$ cat src/common/pcl_3w_pkg.sv
/* Widths, opcodes, 3W timing, FSM state codes and the command byte union */
package pcl_3w_pkg;

  // 3W frame geometry
  localparam int ADDR_BITS   = 10;
  localparam int DATA_BITS   = 16;
  localparam int FRAME_BITS  = 1 + ADDR_BITS + DATA_BITS;
  localparam int FRAME_CNT_W = 5;

  // Host side framing, MSB first
  localparam int ADDR_BYTES = 2;
  localparam int DATA_BYTES = 2;
  localparam int BYTE_CNT_W = 2;

  // Burst buffer
  localparam int BURST_MAX = 32;
  localparam int BURST_W   = 5;

  // 3W clock divider
  localparam int TW_HALF_PERIOD = 4;
  localparam int TW_DIV_W       = 2;

  // Opcodes, low 7 bits of the command byte
  localparam logic [6:0] OP_READ  = 7'd0;
  localparam logic [6:0] OP_WRITE = 7'd1;
  localparam logic [6:0] OP_OK    = 7'd2;
  localparam logic [6:0] OP_ECHO  = 7'd3;
  localparam logic [6:0] OP_PING  = 7'd4;

  ////////////////////////////////////////
  // Decoder FSM
  localparam int DEC_STATE_W = 3;
  localparam logic [2:0] DS_WAIT_CMD      = 3'd0;
  localparam logic [2:0] DS_WAIT_BURST    = 3'd1;
  localparam logic [2:0] DS_WAIT_ADDR     = 3'd2;
  localparam logic [2:0] DS_WAIT_WRDATA   = 3'd3;
  localparam logic [2:0] DS_TW_STARTED    = 3'd4;
  localparam logic [2:0] DS_WAIT_COMPLETE = 3'd5;
  localparam logic [2:0] DS_SEND_ANSWER   = 3'd6;
  localparam logic [2:0] DS_WAIT_ECHO     = 3'd7;

  ////////////////////////////////////////
  // Serial engine FSM
  localparam int ENG_STATE_W = 2;
  localparam logic [1:0] ES_IDLE  = 2'd0;
  localparam logic [1:0] ES_GAP   = 2'd1;
  localparam logic [1:0] ES_LOAD  = 2'd2;
  localparam logic [1:0] ES_FRAME = 2'd3;

  // Raw byte, or burst flag plus opcode
  typedef union packed {
    logic [7:0] raw;
    struct packed {
      logic       burst;
      logic [6:0] opcode;
    } f;
  } cmd_byte_u;

endpackage
$ cat src/common/pcl_3w_if.sv
/* Engine request interface and word buffer port interface */
`timescale 1ns/1ps

// Decoder to serial engine request
interface tw_req_if
  import pcl_3w_pkg::*;
();
  logic                 start;
  logic                 mode_wr;
  logic [ADDR_BITS-1:0] addr;
  logic [BURST_W-1:0]   burst_reps;
  logic                 busy;

  modport requester (
    output start,
    output mode_wr,
    output addr,
    output burst_reps,
    input  busy
  );

  modport engine (
    input  start,
    input  mode_wr,
    input  addr,
    input  burst_reps,
    output busy
  );
endinterface

// One port of the word buffer, read data lags address by a cycle
interface buf_port_if
  import pcl_3w_pkg::*;
();
  logic [BURST_W-1:0]   addr;
  logic [DATA_BITS-1:0] wdata;
  logic                 wr;
  logic [DATA_BITS-1:0] rdata;

  modport user (output addr, output wdata, output wr, input rdata);
  modport mem  (input addr, input wdata, input wr, output rdata);
endinterface

$ cat src/verilog/pcl_3w_master.sv
/* Top level of the host to 3W bridge: decoder, serial engine and buffer */
`timescale 1ns/1ps

module pcl_3w_master (
  input  logic       in_clk,
  input  logic       in_rst,
  input  logic [7:0] data_rx,
  input  logic       rx_done,
  output logic       rx_trig,
  output logic [7:0] data_tx,
  input  logic       tx_done,
  output logic       tx_trig,
  output logic       tw_clock,
  output logic       tw_cs,
  output logic       tw_dout,
  input  logic       tw_din,
  output logic       tw_dir
);

  tw_req_if   req_bus ();
  buf_port_if dec_port ();
  buf_port_if eng_port ();

  // Host side protocol
  pcl_cmd_decoder u_decoder (
    .in_clk   (in_clk),
    .in_rst   (in_rst),
    .data_rx  (data_rx),
    .rx_done  (rx_done),
    .rx_trig  (rx_trig),
    .data_tx  (data_tx),
    .tx_done  (tx_done),
    .tx_trig  (tx_trig),
    .req      (req_bus.requester),
    .mem_port (dec_port.user)
  );

  // 3W bus side
  tw_serial_engine u_engine (
    .in_clk   (in_clk),
    .in_rst   (in_rst),
    .req      (req_bus.engine),
    .mem_port (eng_port.user),
    .tw_clock (tw_clock),
    .tw_cs    (tw_cs),
    .tw_dout  (tw_dout),
    .tw_din   (tw_din),
    .tw_dir   (tw_dir)
  );

  word_buffer_ram u_buffer (
    .in_clk (in_clk),
    .port_a (eng_port.mem),
    .port_b (dec_port.mem)
  );

endmodule

$ cat src/verilog/word_buffer_ram.sv
/* Dual port word buffer with registered reads */
`timescale 1ns/1ps

module word_buffer_ram
  import pcl_3w_pkg::*;
(
  input  logic    in_clk,
  buf_port_if.mem port_a,
  buf_port_if.mem port_b
);

  logic [DATA_BITS-1:0] mem [BURST_MAX];

  // Users never write in the same phase
  always_ff @(posedge in_clk)
  begin
    if (port_a.wr)
      mem[port_a.addr] <= port_a.wdata;
    if (port_b.wr)
      mem[port_b.addr] <= port_b.wdata;
  end

  always_ff @(posedge in_clk)
  begin
    port_a.rdata <= mem[port_a.addr];
  end

  always_ff @(posedge in_clk)
  begin
    port_b.rdata <= mem[port_b.addr];
  end

endmodule

$ cat src/threewire/tw_serial_engine.sv
/* 3W frame generator: clock divider, frame FSM, shift registers
   and burst sequencing through the word buffer */
`timescale 1ns/1ps

module tw_serial_engine
  import pcl_3w_pkg::*;
(
  input  logic     in_clk,
  input  logic     in_rst,
  tw_req_if.engine req,
  buf_port_if.user mem_port,
  output logic     tw_clock,
  output logic     tw_cs,
  output logic     tw_dout,
  input  logic     tw_din,
  output logic     tw_dir
);

  logic [ENG_STATE_W-1:0] state;
  logic [TW_DIV_W-1:0]    div_cnt;
  logic                   tick;
  logic                   rise_tick;
  logic                   fall_tick;
  logic                   last_bit;
  logic                   gap_half;
  logic [FRAME_CNT_W-1:0] bit_cnt;
  logic                   mode_wr;
  logic                   last_frame;
  logic [ADDR_BITS-1:0]   addr_cur;
  logic [BURST_W-1:0]     reps_left;
  logic [BURST_W-1:0]     slot;
  logic                   slot_adv;
  logic [FRAME_BITS-1:0]  shift_reg;
  logic [DATA_BITS-1:0]   rx_word;

  assign tick      = (state != ES_IDLE) && (div_cnt == TW_DIV_W'(TW_HALF_PERIOD - 1));
  assign rise_tick = tick && (state == ES_FRAME) && !tw_clock;
  assign fall_tick = tick && (state == ES_FRAME) && tw_clock;
  assign last_bit  = (bit_cnt == FRAME_CNT_W'(FRAME_BITS - 1));

  assign mem_port.addr  = slot;
  assign mem_port.wdata = rx_word;
  // Line held low while deselected
  assign tw_dout = shift_reg[FRAME_BITS-1] & ~tw_cs;

  // Half period divider
  always_ff @(posedge in_clk or posedge in_rst)
  begin
    if (in_rst)
      div_cnt <= '0;
    else if (state == ES_IDLE || tick)
      div_cnt <= '0;
    else
      div_cnt <= div_cnt + 1'b1;
  end

  ////////////////////////////////////////
  // Frame sequencing
  always_ff @(posedge in_clk or posedge in_rst)
  begin
    if (in_rst)
    begin
      state       <= ES_IDLE;
      req.busy    <= 1'b0;
      tw_clock    <= 1'b0;
      tw_cs       <= 1'b1;
      tw_dir      <= 1'b1;
      gap_half    <= 1'b0;
      bit_cnt     <= '0;
      mode_wr     <= 1'b0;
      last_frame  <= 1'b0;
      addr_cur    <= '0;
      reps_left   <= '0;
      slot        <= '0;
      slot_adv    <= 1'b0;
      mem_port.wr <= 1'b0;
    end
    else
    begin
      // Read data is stored before the slot moves on
      if (slot_adv)
      begin
        slot_adv    <= 1'b0;
        mem_port.wr <= 1'b0;
        slot        <= slot + 1'b1;
      end

      case (state)
        ES_IDLE:
        begin
          if (req.start)
          begin
            req.busy   <= 1'b1;
            mode_wr    <= req.mode_wr;
            addr_cur   <= req.addr;
            reps_left  <= req.burst_reps;
            last_frame <= 1'b0;
            slot       <= '0;
            gap_half   <= 1'b0;
            state      <= ES_GAP;
          end
        end

        // One full 3W period with chip select high
        ES_GAP:
        begin
          if (tick)
          begin
            if (!gap_half)
              gap_half <= 1'b1;
            else
            begin
              gap_half <= 1'b0;
              if (last_frame)
              begin
                req.busy <= 1'b0;
                state    <= ES_IDLE;
              end
              else
                state <= ES_LOAD;
            end
          end
        end

        ES_LOAD:
        begin
          tw_cs   <= 1'b0;
          bit_cnt <= '0;
          state   <= ES_FRAME;
        end

        ES_FRAME:
        begin
          if (rise_tick)
            tw_clock <= 1'b1;
          else if (fall_tick)
          begin
            tw_clock <= 1'b0;
            if (last_bit)
            begin
              tw_cs       <= 1'b1;
              tw_dir      <= 1'b1;
              mem_port.wr <= !mode_wr;
              slot_adv    <= 1'b1;
              addr_cur    <= addr_cur + 1'b1;
              last_frame  <= (reps_left == '0);
              reps_left   <= reps_left - 1'b1;
              state       <= ES_GAP;
            end
            else
            begin
              bit_cnt <= bit_cnt + 1'b1;
              // Hand the line to the slave after the last address bit
              if (!mode_wr && bit_cnt == FRAME_CNT_W'(ADDR_BITS))
                tw_dir <= 1'b0;
            end
          end
        end

        default:
          state <= ES_IDLE;
      endcase
    end
  end

  ////////////////////////////////////////
  // Shift registers
  always_ff @(posedge in_clk)
  begin
    if (state == ES_LOAD)
      shift_reg <= {mode_wr, addr_cur, (mode_wr ? mem_port.rdata : DATA_BITS'(0))};
    else if (fall_tick)
      shift_reg <= shift_reg << 1;

    // Data phase samples on rising edges
    if (rise_tick && bit_cnt > FRAME_CNT_W'(ADDR_BITS))
      rx_word <= {rx_word[DATA_BITS-2:0], tw_din};
  end

endmodule

$ cat src/protocol/pcl_cmd_decoder.sv
/* Host byte protocol FSM: command parsing, buffer fill, engine start
   and reply streaming */
`timescale 1ns/1ps

module pcl_cmd_decoder
  import pcl_3w_pkg::*;
(
  input  logic        in_clk,
  input  logic        in_rst,
  input  logic [7:0]  data_rx,
  input  logic        rx_done,
  output logic        rx_trig,
  output logic [7:0]  data_tx,
  input  logic        tx_done,
  output logic        tx_trig,
  tw_req_if.requester req,
  buf_port_if.user    mem_port
);

  logic [DEC_STATE_W-1:0] state;
  logic [BYTE_CNT_W-1:0]  byte_cnt;
  logic [BURST_W-1:0]     burst_ctr;
  cmd_byte_u              cmd_in;

  assign cmd_in = cmd_byte_u'(data_rx);

  always_ff @(posedge in_clk or posedge in_rst)
  begin
    if (in_rst)
    begin
      state          <= DS_WAIT_CMD;
      rx_trig        <= 1'b0;
      tx_trig        <= 1'b0;
      data_tx        <= '0;
      byte_cnt       <= '0;
      burst_ctr      <= '0;
      req.start      <= 1'b0;
      req.mode_wr    <= 1'b0;
      req.addr       <= '0;
      req.burst_reps <= '0;
      mem_port.addr  <= '0;
      mem_port.wdata <= '0;
      mem_port.wr    <= 1'b0;
    end
    else
    begin
      // Strobes last one cycle
      rx_trig   <= 1'b0;
      tx_trig   <= 1'b0;
      req.start <= 1'b0;

      // Step to the next buffer slot after each write
      if (mem_port.wr)
      begin
        mem_port.wr   <= 1'b0;
        mem_port.addr <= mem_port.addr + 1'b1;
      end

      case (state)
        DS_WAIT_CMD:
        begin
          if (rx_done)
          begin
            case (cmd_in.f.opcode)
              OP_READ, OP_WRITE:
              begin
                req.mode_wr <= (cmd_in.f.opcode == OP_WRITE);
                byte_cnt    <= BYTE_CNT_W'(ADDR_BYTES - 1);
                if (cmd_in.f.burst)
                  state <= DS_WAIT_BURST;
                else
                begin
                  req.burst_reps <= '0;
                  burst_ctr      <= '0;
                  state          <= DS_WAIT_ADDR;
                end
                rx_trig <= 1'b1;
              end
              OP_PING:
              begin
                data_tx   <= {1'b0, OP_OK};
                byte_cnt  <= '0;
                burst_ctr <= '0;
                tx_trig   <= 1'b1;
                state     <= DS_SEND_ANSWER;
              end
              OP_ECHO:
              begin
                rx_trig <= 1'b1;
                state   <= DS_WAIT_ECHO;
              end
              // Unknown opcode, swallow it and ask for the next byte
              default:
                rx_trig <= 1'b1;
            endcase
          end
        end

        DS_WAIT_BURST:
        begin
          if (rx_done)
          begin
            req.burst_reps <= data_rx[BURST_W-1:0];
            burst_ctr      <= data_rx[BURST_W-1:0];
            rx_trig        <= 1'b1;
            state          <= DS_WAIT_ADDR;
          end
        end

        ////////////////////////////////////////
        // Address bytes, high bits fall off the top
        DS_WAIT_ADDR:
        begin
          if (rx_done)
          begin
            req.addr <= ADDR_BITS'({req.addr, data_rx});
            if (byte_cnt != '0)
            begin
              byte_cnt <= byte_cnt - 1'b1;
              rx_trig  <= 1'b1;
            end
            else
            begin
              mem_port.addr <= '0;
              if (req.mode_wr)
              begin
                byte_cnt <= BYTE_CNT_W'(DATA_BYTES - 1);
                rx_trig  <= 1'b1;
                state    <= DS_WAIT_WRDATA;
              end
              else
              begin
                req.start <= 1'b1;
                state     <= DS_TW_STARTED;
              end
            end
          end
        end

        DS_WAIT_WRDATA:
        begin
          if (rx_done)
          begin
            mem_port.wdata <= DATA_BITS'({mem_port.wdata, data_rx});
            if (byte_cnt != '0)
            begin
              byte_cnt <= byte_cnt - 1'b1;
              rx_trig  <= 1'b1;
            end
            else
            begin
              // Word complete
              mem_port.wr <= 1'b1;
              if (burst_ctr != '0)
              begin
                burst_ctr <= burst_ctr - 1'b1;
                byte_cnt  <= BYTE_CNT_W'(DATA_BYTES - 1);
                rx_trig   <= 1'b1;
              end
              else
              begin
                req.start <= 1'b1;
                state     <= DS_TW_STARTED;
              end
            end
          end
        end

        DS_TW_STARTED:
        begin
          if (req.busy)
            state <= DS_WAIT_COMPLETE;
        end

        DS_WAIT_COMPLETE:
        begin
          if (!req.busy)
          begin
            if (req.mode_wr)
            begin
              data_tx  <= {1'b0, OP_OK};
              byte_cnt <= '0;
            end
            else
            begin
              // Slot 0 already sits on rdata
              data_tx  <= mem_port.rdata[DATA_BITS-1 -: 8];
              byte_cnt <= BYTE_CNT_W'(DATA_BYTES - 1);
            end
            tx_trig <= 1'b1;
            state   <= DS_SEND_ANSWER;
          end
        end

        ////////////////////////////////////////
        // Reply stream
        DS_SEND_ANSWER:
        begin
          if (tx_done)
          begin
            if (byte_cnt != '0)
            begin
              data_tx  <= 8'(mem_port.rdata >> (8 * (byte_cnt - 1'b1)));
              byte_cnt <= byte_cnt - 1'b1;
              tx_trig  <= 1'b1;
              // Last byte taken, fetch the next word early
              if (byte_cnt == BYTE_CNT_W'(1))
                mem_port.addr <= mem_port.addr + 1'b1;
            end
            else if (burst_ctr != '0)
            begin
              burst_ctr <= burst_ctr - 1'b1;
              data_tx   <= mem_port.rdata[DATA_BITS-1 -: 8];
              byte_cnt  <= BYTE_CNT_W'(DATA_BYTES - 1);
              tx_trig   <= 1'b1;
            end
            else
            begin
              rx_trig <= 1'b1;
              state   <= DS_WAIT_CMD;
            end
          end
        end

        DS_WAIT_ECHO:
        begin
          if (rx_done)
          begin
            data_tx   <= cmd_in.raw;
            byte_cnt  <= '0;
            burst_ctr <= '0;
            tx_trig   <= 1'b1;
            state     <= DS_SEND_ANSWER;
          end
        end

        default:
          state <= DS_WAIT_CMD;
      endcase
    end
  end

endmodule

$ cat config.mk
export PLATFORM = sky130hd
export DESIGN_NAME = pcl_3w_master
export DESIGN_NICKNAME = d
export VERILOG_FILES = /design/src/common/pcl_3w_pkg.sv /design/src/common/pcl_3w_if.sv /design/src/verilog/pcl_3w_master.sv /design/src/verilog/word_buffer_ram.sv /design/src/threewire/tw_serial_engine.sv /design/src/protocol/pcl_cmd_decoder.sv
export SDC_FILE = /design/constraint.sdc
export NUM_CORES = 1
export LEC_CHECK = 0
export BUFFER_PORTS_ARGS = -buffer_cell sky130_fd_sc_hd__buf_2
export CAP_MARGIN = 20
export CORE_MARGIN = 2
export CORE_UTILIZATION = 60
export CTS_CLUSTER_SIZE = 30
export DETAILED_ROUTE_END_ITERATION = 16
export PLACE_DENSITY = 0.76
export SYNTH_ARGS = -nofsm -noshare
export SYNTH_HDL_FRONTEND = slang
export SYNTH_SLANG_ARGS = --single-unit
$ cat constraint.sdc
create_clock -name in_clk -period 4.2 [get_ports in_clk]
set_input_delay 0.42 -clock in_clk [delete_from_list [all_inputs] [get_ports in_clk]]
set_output_delay 0.42 -clock in_clk [all_outputs]
set_load 0.02 [all_outputs]
After elaboration in Yosys (flattened, before gate mapping)
Memory sizes are Yosys's and may differ from the RTL's. A register that Yosys moved wholly into a read port is not among the register bits.
Cells that the tools add are included.
W data, S select, Z words.

storage, ports and cells
  register bits = 140
  memory bits (writable) = 512
  output and inout bits = 14
  memories kept = 1
  word-level logic and storage cells = 283
  bits of input ports = 13

operators by class
  equality and inequality tests = 46
  shift-type cells = 1
  $lt $le $gt $ge = 1
  add/sub/neg operators = 9
  mux-type cells = 148
  bitwise operators = 3
  reductions and logical operators = 44

memory list
  memory        words  width  read ports  clocked after memory_dff  write ports  line                   RTL
  u_buffer.mem  32     16     2           2                         2            word_buffer_ram.sv:12  logic [DATA_BITS-1:0] mem [BURST_MAX];

operators with widths
  kind                     number
  $mux W5                  26
  $mux W8                  8
  $mux W1                  54
  $mux W27                 2
  $pmux W5 S2              5
  $mux W3                  14
  $mux W10                 4
  $mux W2                  19
  $ne A2 B2 Y1 const B     18
  $pmux W8 S4              1
  $shr A16 B32 Y8          1
  $pmux W5 S5              1
  $pmux W3 S8              1
  $pmux W10 S2             1
  $reduce_bool A2 Y1       9
  $mux W16                 1
  $add A5 B1 Y5 const B    3
  $reduce_and A5 Y1        3
  $reduce_and A14 Y1       1
  $eq A3 B3 Y1 const B     4
  $ne A2 B1 Y1 const B     6
  $pmux W2 S6              1
  $reduce_and A4 Y1        3
  $add A10 B1 Y10 const B  1
  other kinds (42)         65

Logic depth before layout (Yosys ltp)
  depth in word-level cells = 7
  depth in mapped cells = 10
  depth with buffers taken out = 8

Hierarchy
Synthesis repeated with hierarchy kept, for this count alone.

second synthesis, totals
  cells, all modules = 2,952
  area, all modules = 38,375.6 µm²

by module, submodules not included
  module            area an instance (µm²)  sequential area each (µm²)  cells each  instances
  word_buffer_ram   31,311.3                16,015.4                    2,309       1
  tw_serial_engine  3,762.4                 2,244.7                     333         1
  pcl_cmd_decoder   3,301.9                 1,476.4                     310         1

Worst setup path after synthesis
Ideal clock, no wire load.

  kind = register -> register
  from = reg u_engine.state[0]
  to = reg u_engine.rx_word[0] (netlist: u_engine.mem_port.wdata[0]), enable pin
  required time = 3.791 ns
  library setup time = 0.409 ns
  clock period less this slack = 3.010 ns
  path slack = 1.190 ns
  buffers on the path = 3
  stages on the path, launching flop included = 7
  data arrival time = 2.601 ns
  cell sequence = dfrtp_1 -> ha_1 -> clkbuf_1 -> clkbuf_1 -> clkbuf_1 -> nand2_1 -> nor3_1

on the way
  cells in the longest elaborated chain, start to end = 5
  elaborated cells on any way between the ends = 6
  classes of those cells = eq/ne (1); reduce/logical (5)

ends and longest elaborated chain
  item                                line                     RTL
  start: declaration                  tw_serial_engine.sv:19   logic [ENG_STATE_W-1:0] state;
  start signal: assignment            tw_serial_engine.sv:63   state <= ES_IDLE;
  start signal: assignment            tw_serial_engine.sv:100  state <= ES_GAP;
  start signal: assignment            tw_serial_engine.sv:117  state <= ES_IDLE;
  $reduce_bool A2 Y1                  tw_serial_engine.sv:36   assign tick = (state != ES_IDLE) && (div_cnt == TW_DIV_W'(TW_HALF_PERIOD - 1));
  $logic_and A1 B1 Y1                 tw_serial_engine.sv:36
  $logic_and A1 B1 Y1 * (2 in a row)  tw_serial_engine.sv:37   assign rise_tick = tick && (state == ES_FRAME) && !tw_clock;
  $logic_and A1 B1 Y1 *               tw_serial_engine.sv:176  if (rise_tick && bit_cnt > FRAME_CNT_W'(ADDR_BITS))
  end signal: assignment              tw_serial_engine.sv:177  rx_word <= {rx_word[DATA_BITS-2:0], tw_din};
  end: declaration                    tw_serial_engine.sv:34   logic [DATA_BITS-1:0] rx_word;

Mark *: on every way between the ends. The rest lies on a longest branch, timed or not.
A chain may end at the register's enable or synchronous reset.

==> impl_metrics.json <==
{
  "synth_ff_type": "edfxtp_1",
  "fin_crit_sh": 0.743,
  "synth_top_area_cell": "edfxtp_1",
  "grt_pass1_vias": 23500,
  "grt_pass1_wl_mm": 165,
  "worstHoldStart": "data_rx[6]",
  "synth.ff_latch_count": 684,
  "final_core_util": 0.666,
  "port_buffers": 26,
  "finalWeightedCongestion": 1.07,
  "drc": 0,
  "worstHoldEndpoint": "u_decoder.mem_port.wdata[6]",
  "leakage_nw": 13.3,
  "use_met3": 0.0851,
  "slew_headroom": 0.204,
  "yosysTopAreaCellShare": 0.447,
  "synth-warning-count": 0,
  "overflow": 0,
  "worstPathRequired_ns": 4.57,
  "n_antenna_cell": 0,
  "largest_reg_flops": 512,
  "finalSetupViolCount": 0,
  "regToRegSetupSlack_ns": 1.08,
  "ys_seq_area_frac": 0.529,
  "syn_avg_cell_area_um2": 15.3,
  "ys_top_cells_by_count": "559 x mux2_2, 555 x edfxtp_1, 256 x mux4_2",
  "async_reset_ff_frac": 0.142,
  "slew_violations": 0,
  "synthesis.nets": 2481,
  "cp_cell_sequence": "inv_1, ha_1, nand2_1, nor2_2, mux2_2",
  "timing.fmax_mhz": 320,
  "wl_per_cell_um": 34.9,
  "dr.first_iter.drc_count": 3631,
  "hold_violations": 0,
  "p_clk_frac": 0.342,
  "die_area_um2": 64200,
  "drive_gt1_frac": 0.465,
  "grt_start_max_net_pins": 131,
  "worstMarginPinSlew_ns": 1.19,
  "worst-path-max-fanout": 35,
  "ir_worst_vdd_mv": 0.290,
  "critPathKind": "reg2reg",
  "gr-max-usage-layer": "met2",
  "area_delta_synth_final_pct": 9.88,
  "worst_clock_skew_ns": 0.0390,
  "cap_viol_max_count": 0,
  "cp.arrival_ns": 3.49,
  "h-tree-depth": 3,
  "routed_via_density": 7.34,
  "critPathSlowestCell": "nor2_2",
  "holdWs_ns": 0.128,
  "die_height_um": 253,
  "clkTransAtPathRegs_ns": 0.06,
  "cts_tree": "done",
  "synth_edf_count": 555,
  "powerDensity_nw_per_um2": 475,
  "vias": 24200,
  "ctsResizeCount": 0,
  "hold_depth": 2,
  "cts_hold_buffers": 2,
  "core_area_um2": 61600,
  "die_w_um": 253,
  "fin_crit_ns": 3.12,
  "yosys.cell_count.top_type": "mux2_2",
  "antenna_found_initial": 2,
  "row_count": 91,
  "share_comb_of_total_power": 0.213,
  "gr-usage-met1": 0.489,
  "cpPeakStageDelay_ns": 0.97,
  "clk_latency_ns": 0.64,
  "seq_power_share": 0.444,
  "global_route.usage.met2": 0.568,
  "grtUsageTotal": 0.364,
  "clk_path_buf_depth": 3,
  "synth_cells": 2444,
  "path_delay_family": "simple AND/OR/NAND/NOR gates",
  "status": "finished clean",
  "switching_share": 0.317,
  "synth.distinct_cells": 75,
  "intPower_mw": 13.3,
  "rr_endpoint": "u_buffer.mem[17][4]",
  "numCtsBuffers": 76,
  "crit_buf_inv": 1,
  "start_kind": "flop",
  "dr.pass1.iters": 5,
  "clock-sinks": 684,
  "fin_nets": 2441,
  "p_switching_mw": 6.17,
  "ys_top_cells_by_area": "edfxtp_1 45%, mux2_2 17%, mux4_2 15%",
  "fin_setup_tns_ns": 0,
  "reg2reg_from": "u_decoder.mem_port.addr[1]",
  "netlist_area_um2": 37300,
  "root_buffer": "clkbuf_16",
  "post_cts_buffers": 0,
  "rsz0062_at_grt": "false",
  "hold_class": "in2reg",
  "drtAntennaViolNets": 0,
  "ff2ff_path_depth": 5,
  "dp_hpwl_mm": 72.9,
  "crit_path_end_kind": "flop",
  "routed_wl_mm": 115,
  "initial_core_util": 0.606,
  "num_io_pins": 27
}
## power by group through the flow
stage                     combinational (mW)  sequential (mW)  clock [mW]
final                                   4.15             8.65        6.66
after global routing                    4.35             8.69        6.94
after CTS                               4.08             8.63        6.70
after detailed placement                4.05             8.77           0
after global placement                  3.94             8.74           0
after floorplan                         3.03             8.19           0
## cells by family (layout without fill, tap and decap cells)
group	after synthesis	count (layout)	share of synthesized area
adder cells (fa/ha/maj)	24	24	0.00805
flip-flops	684	684	0.529
multiplexers	832	832	0.328
AND/OR/NAND/NOR	288	288	0.0411
XOR/XNOR	14	14	0.00329
AO/OA/AOI/OAI	299	299	0.0553
buffers and inverters	303	323	0.0352
## layout make-up
| type | count | area [um^2] |
|---|---|---|
| repair buffers | 141 | 1070 |
| multi-input cells | 1457 | 16500 |
| fillers | 4270 | 20600 |
| inverters | 44 | 168 |
| flip-flops and latches | 684 | 19800 |
| well taps | 837 | 1050 |
| clock inverters | 38 | 360 |
| clock buffers | 100 | 2090 |
## placed cells by master, fill, tap and decap left out, types with 6 or more instances in the layout
| cell type | n |
|---|---|
| a21oi_1 | 32 |
| a22oi_1 | 136 |
| and2_1 | 7 |
| and3_1 | 7 |
| and3b_1 | 6 |
| buf_12 | 6 |
| buf_2 | 26 |
| buf_4 | 107 |
| bufinv_16 | 6 |
| clkbuf_1 | 16 |
| clkbuf_16 | 78 |
| clkbuf_8 | 6 |
| clkinv_1 | 14 |
| clkinv_2 | 11 |
| dfrtp_1 | 85 |
| dfrtp_2 | 6 |
| dfxtp_1 | 32 |
| edfxtp_1 | 555 |
| ha_1 | 24 |
| inv_1 | 42 |
| mux2_2 | 559 |
| mux2i_1 | 13 |
| mux4_2 | 256 |
| nand2_1 | 76 |
| nand2b_1 | 6 |
| nand3_1 | 21 |
| nand3b_1 | 9 |
| nand4_1 | 40 |
| nor2_1 | 53 |
| nor2_2 | 12 |
| nor2b_1 | 10 |
| nor3_1 | 6 |
| o21ai_0 | 49 |
| o22ai_1 | 7 |
| o22ai_2 | 32 |
| o2bb2ai_1 | 7 |
| xor2_1 | 9 |
## worst max path at each step
stage | cells after the start | startpoint | end | slack [ns]
floorplan | 6 | u_engine.state[0] | u_engine.mem_port.wdata[0] | 1.19
global placement | 5 | u_decoder.mem_port.addr[1] | u_buffer.mem[17][8] | 1.18
detailed placement | 5 | u_decoder.mem_port.addr[1] | u_buffer.mem[17][8] | 1.14
CTS | 5 | u_decoder.mem_port.addr[1] | u_buffer.mem[17][11] | 1.13
global route | 5 | u_decoder.mem_port.addr[1] | u_buffer.mem[17][6] | 1.05
finish | 5 | u_decoder.mem_port.addr[1] | u_buffer.mem[17][4] | 1.08
## metrics by stage
step                cell area [um^2]  power (mW)  std cells  worst slack (ns)
floorplan                      37300        11.2       2444              1.19
global placement               38500        12.7       3161              1.18
detailed placement             38500        12.8       3161              1.14
CTS                            41000        19.4       3301              1.13
global route                   41000        20.0       3301              1.05
finish                         41000        19.5       3301              1.08
## layer usage
layer / part of all wire / vias up / wire length [um]
li1: - / 9726 / -
met1: 0.36 / 12600 / 41400
met2: 0.47 / 1647 / 53900
met3: 0.12 / 284 / 13600
met4: 0.055 / 2 / 6290
met5: 0.00013 / - / 15
No activity file was read; power rests on OpenSTA's default activity.
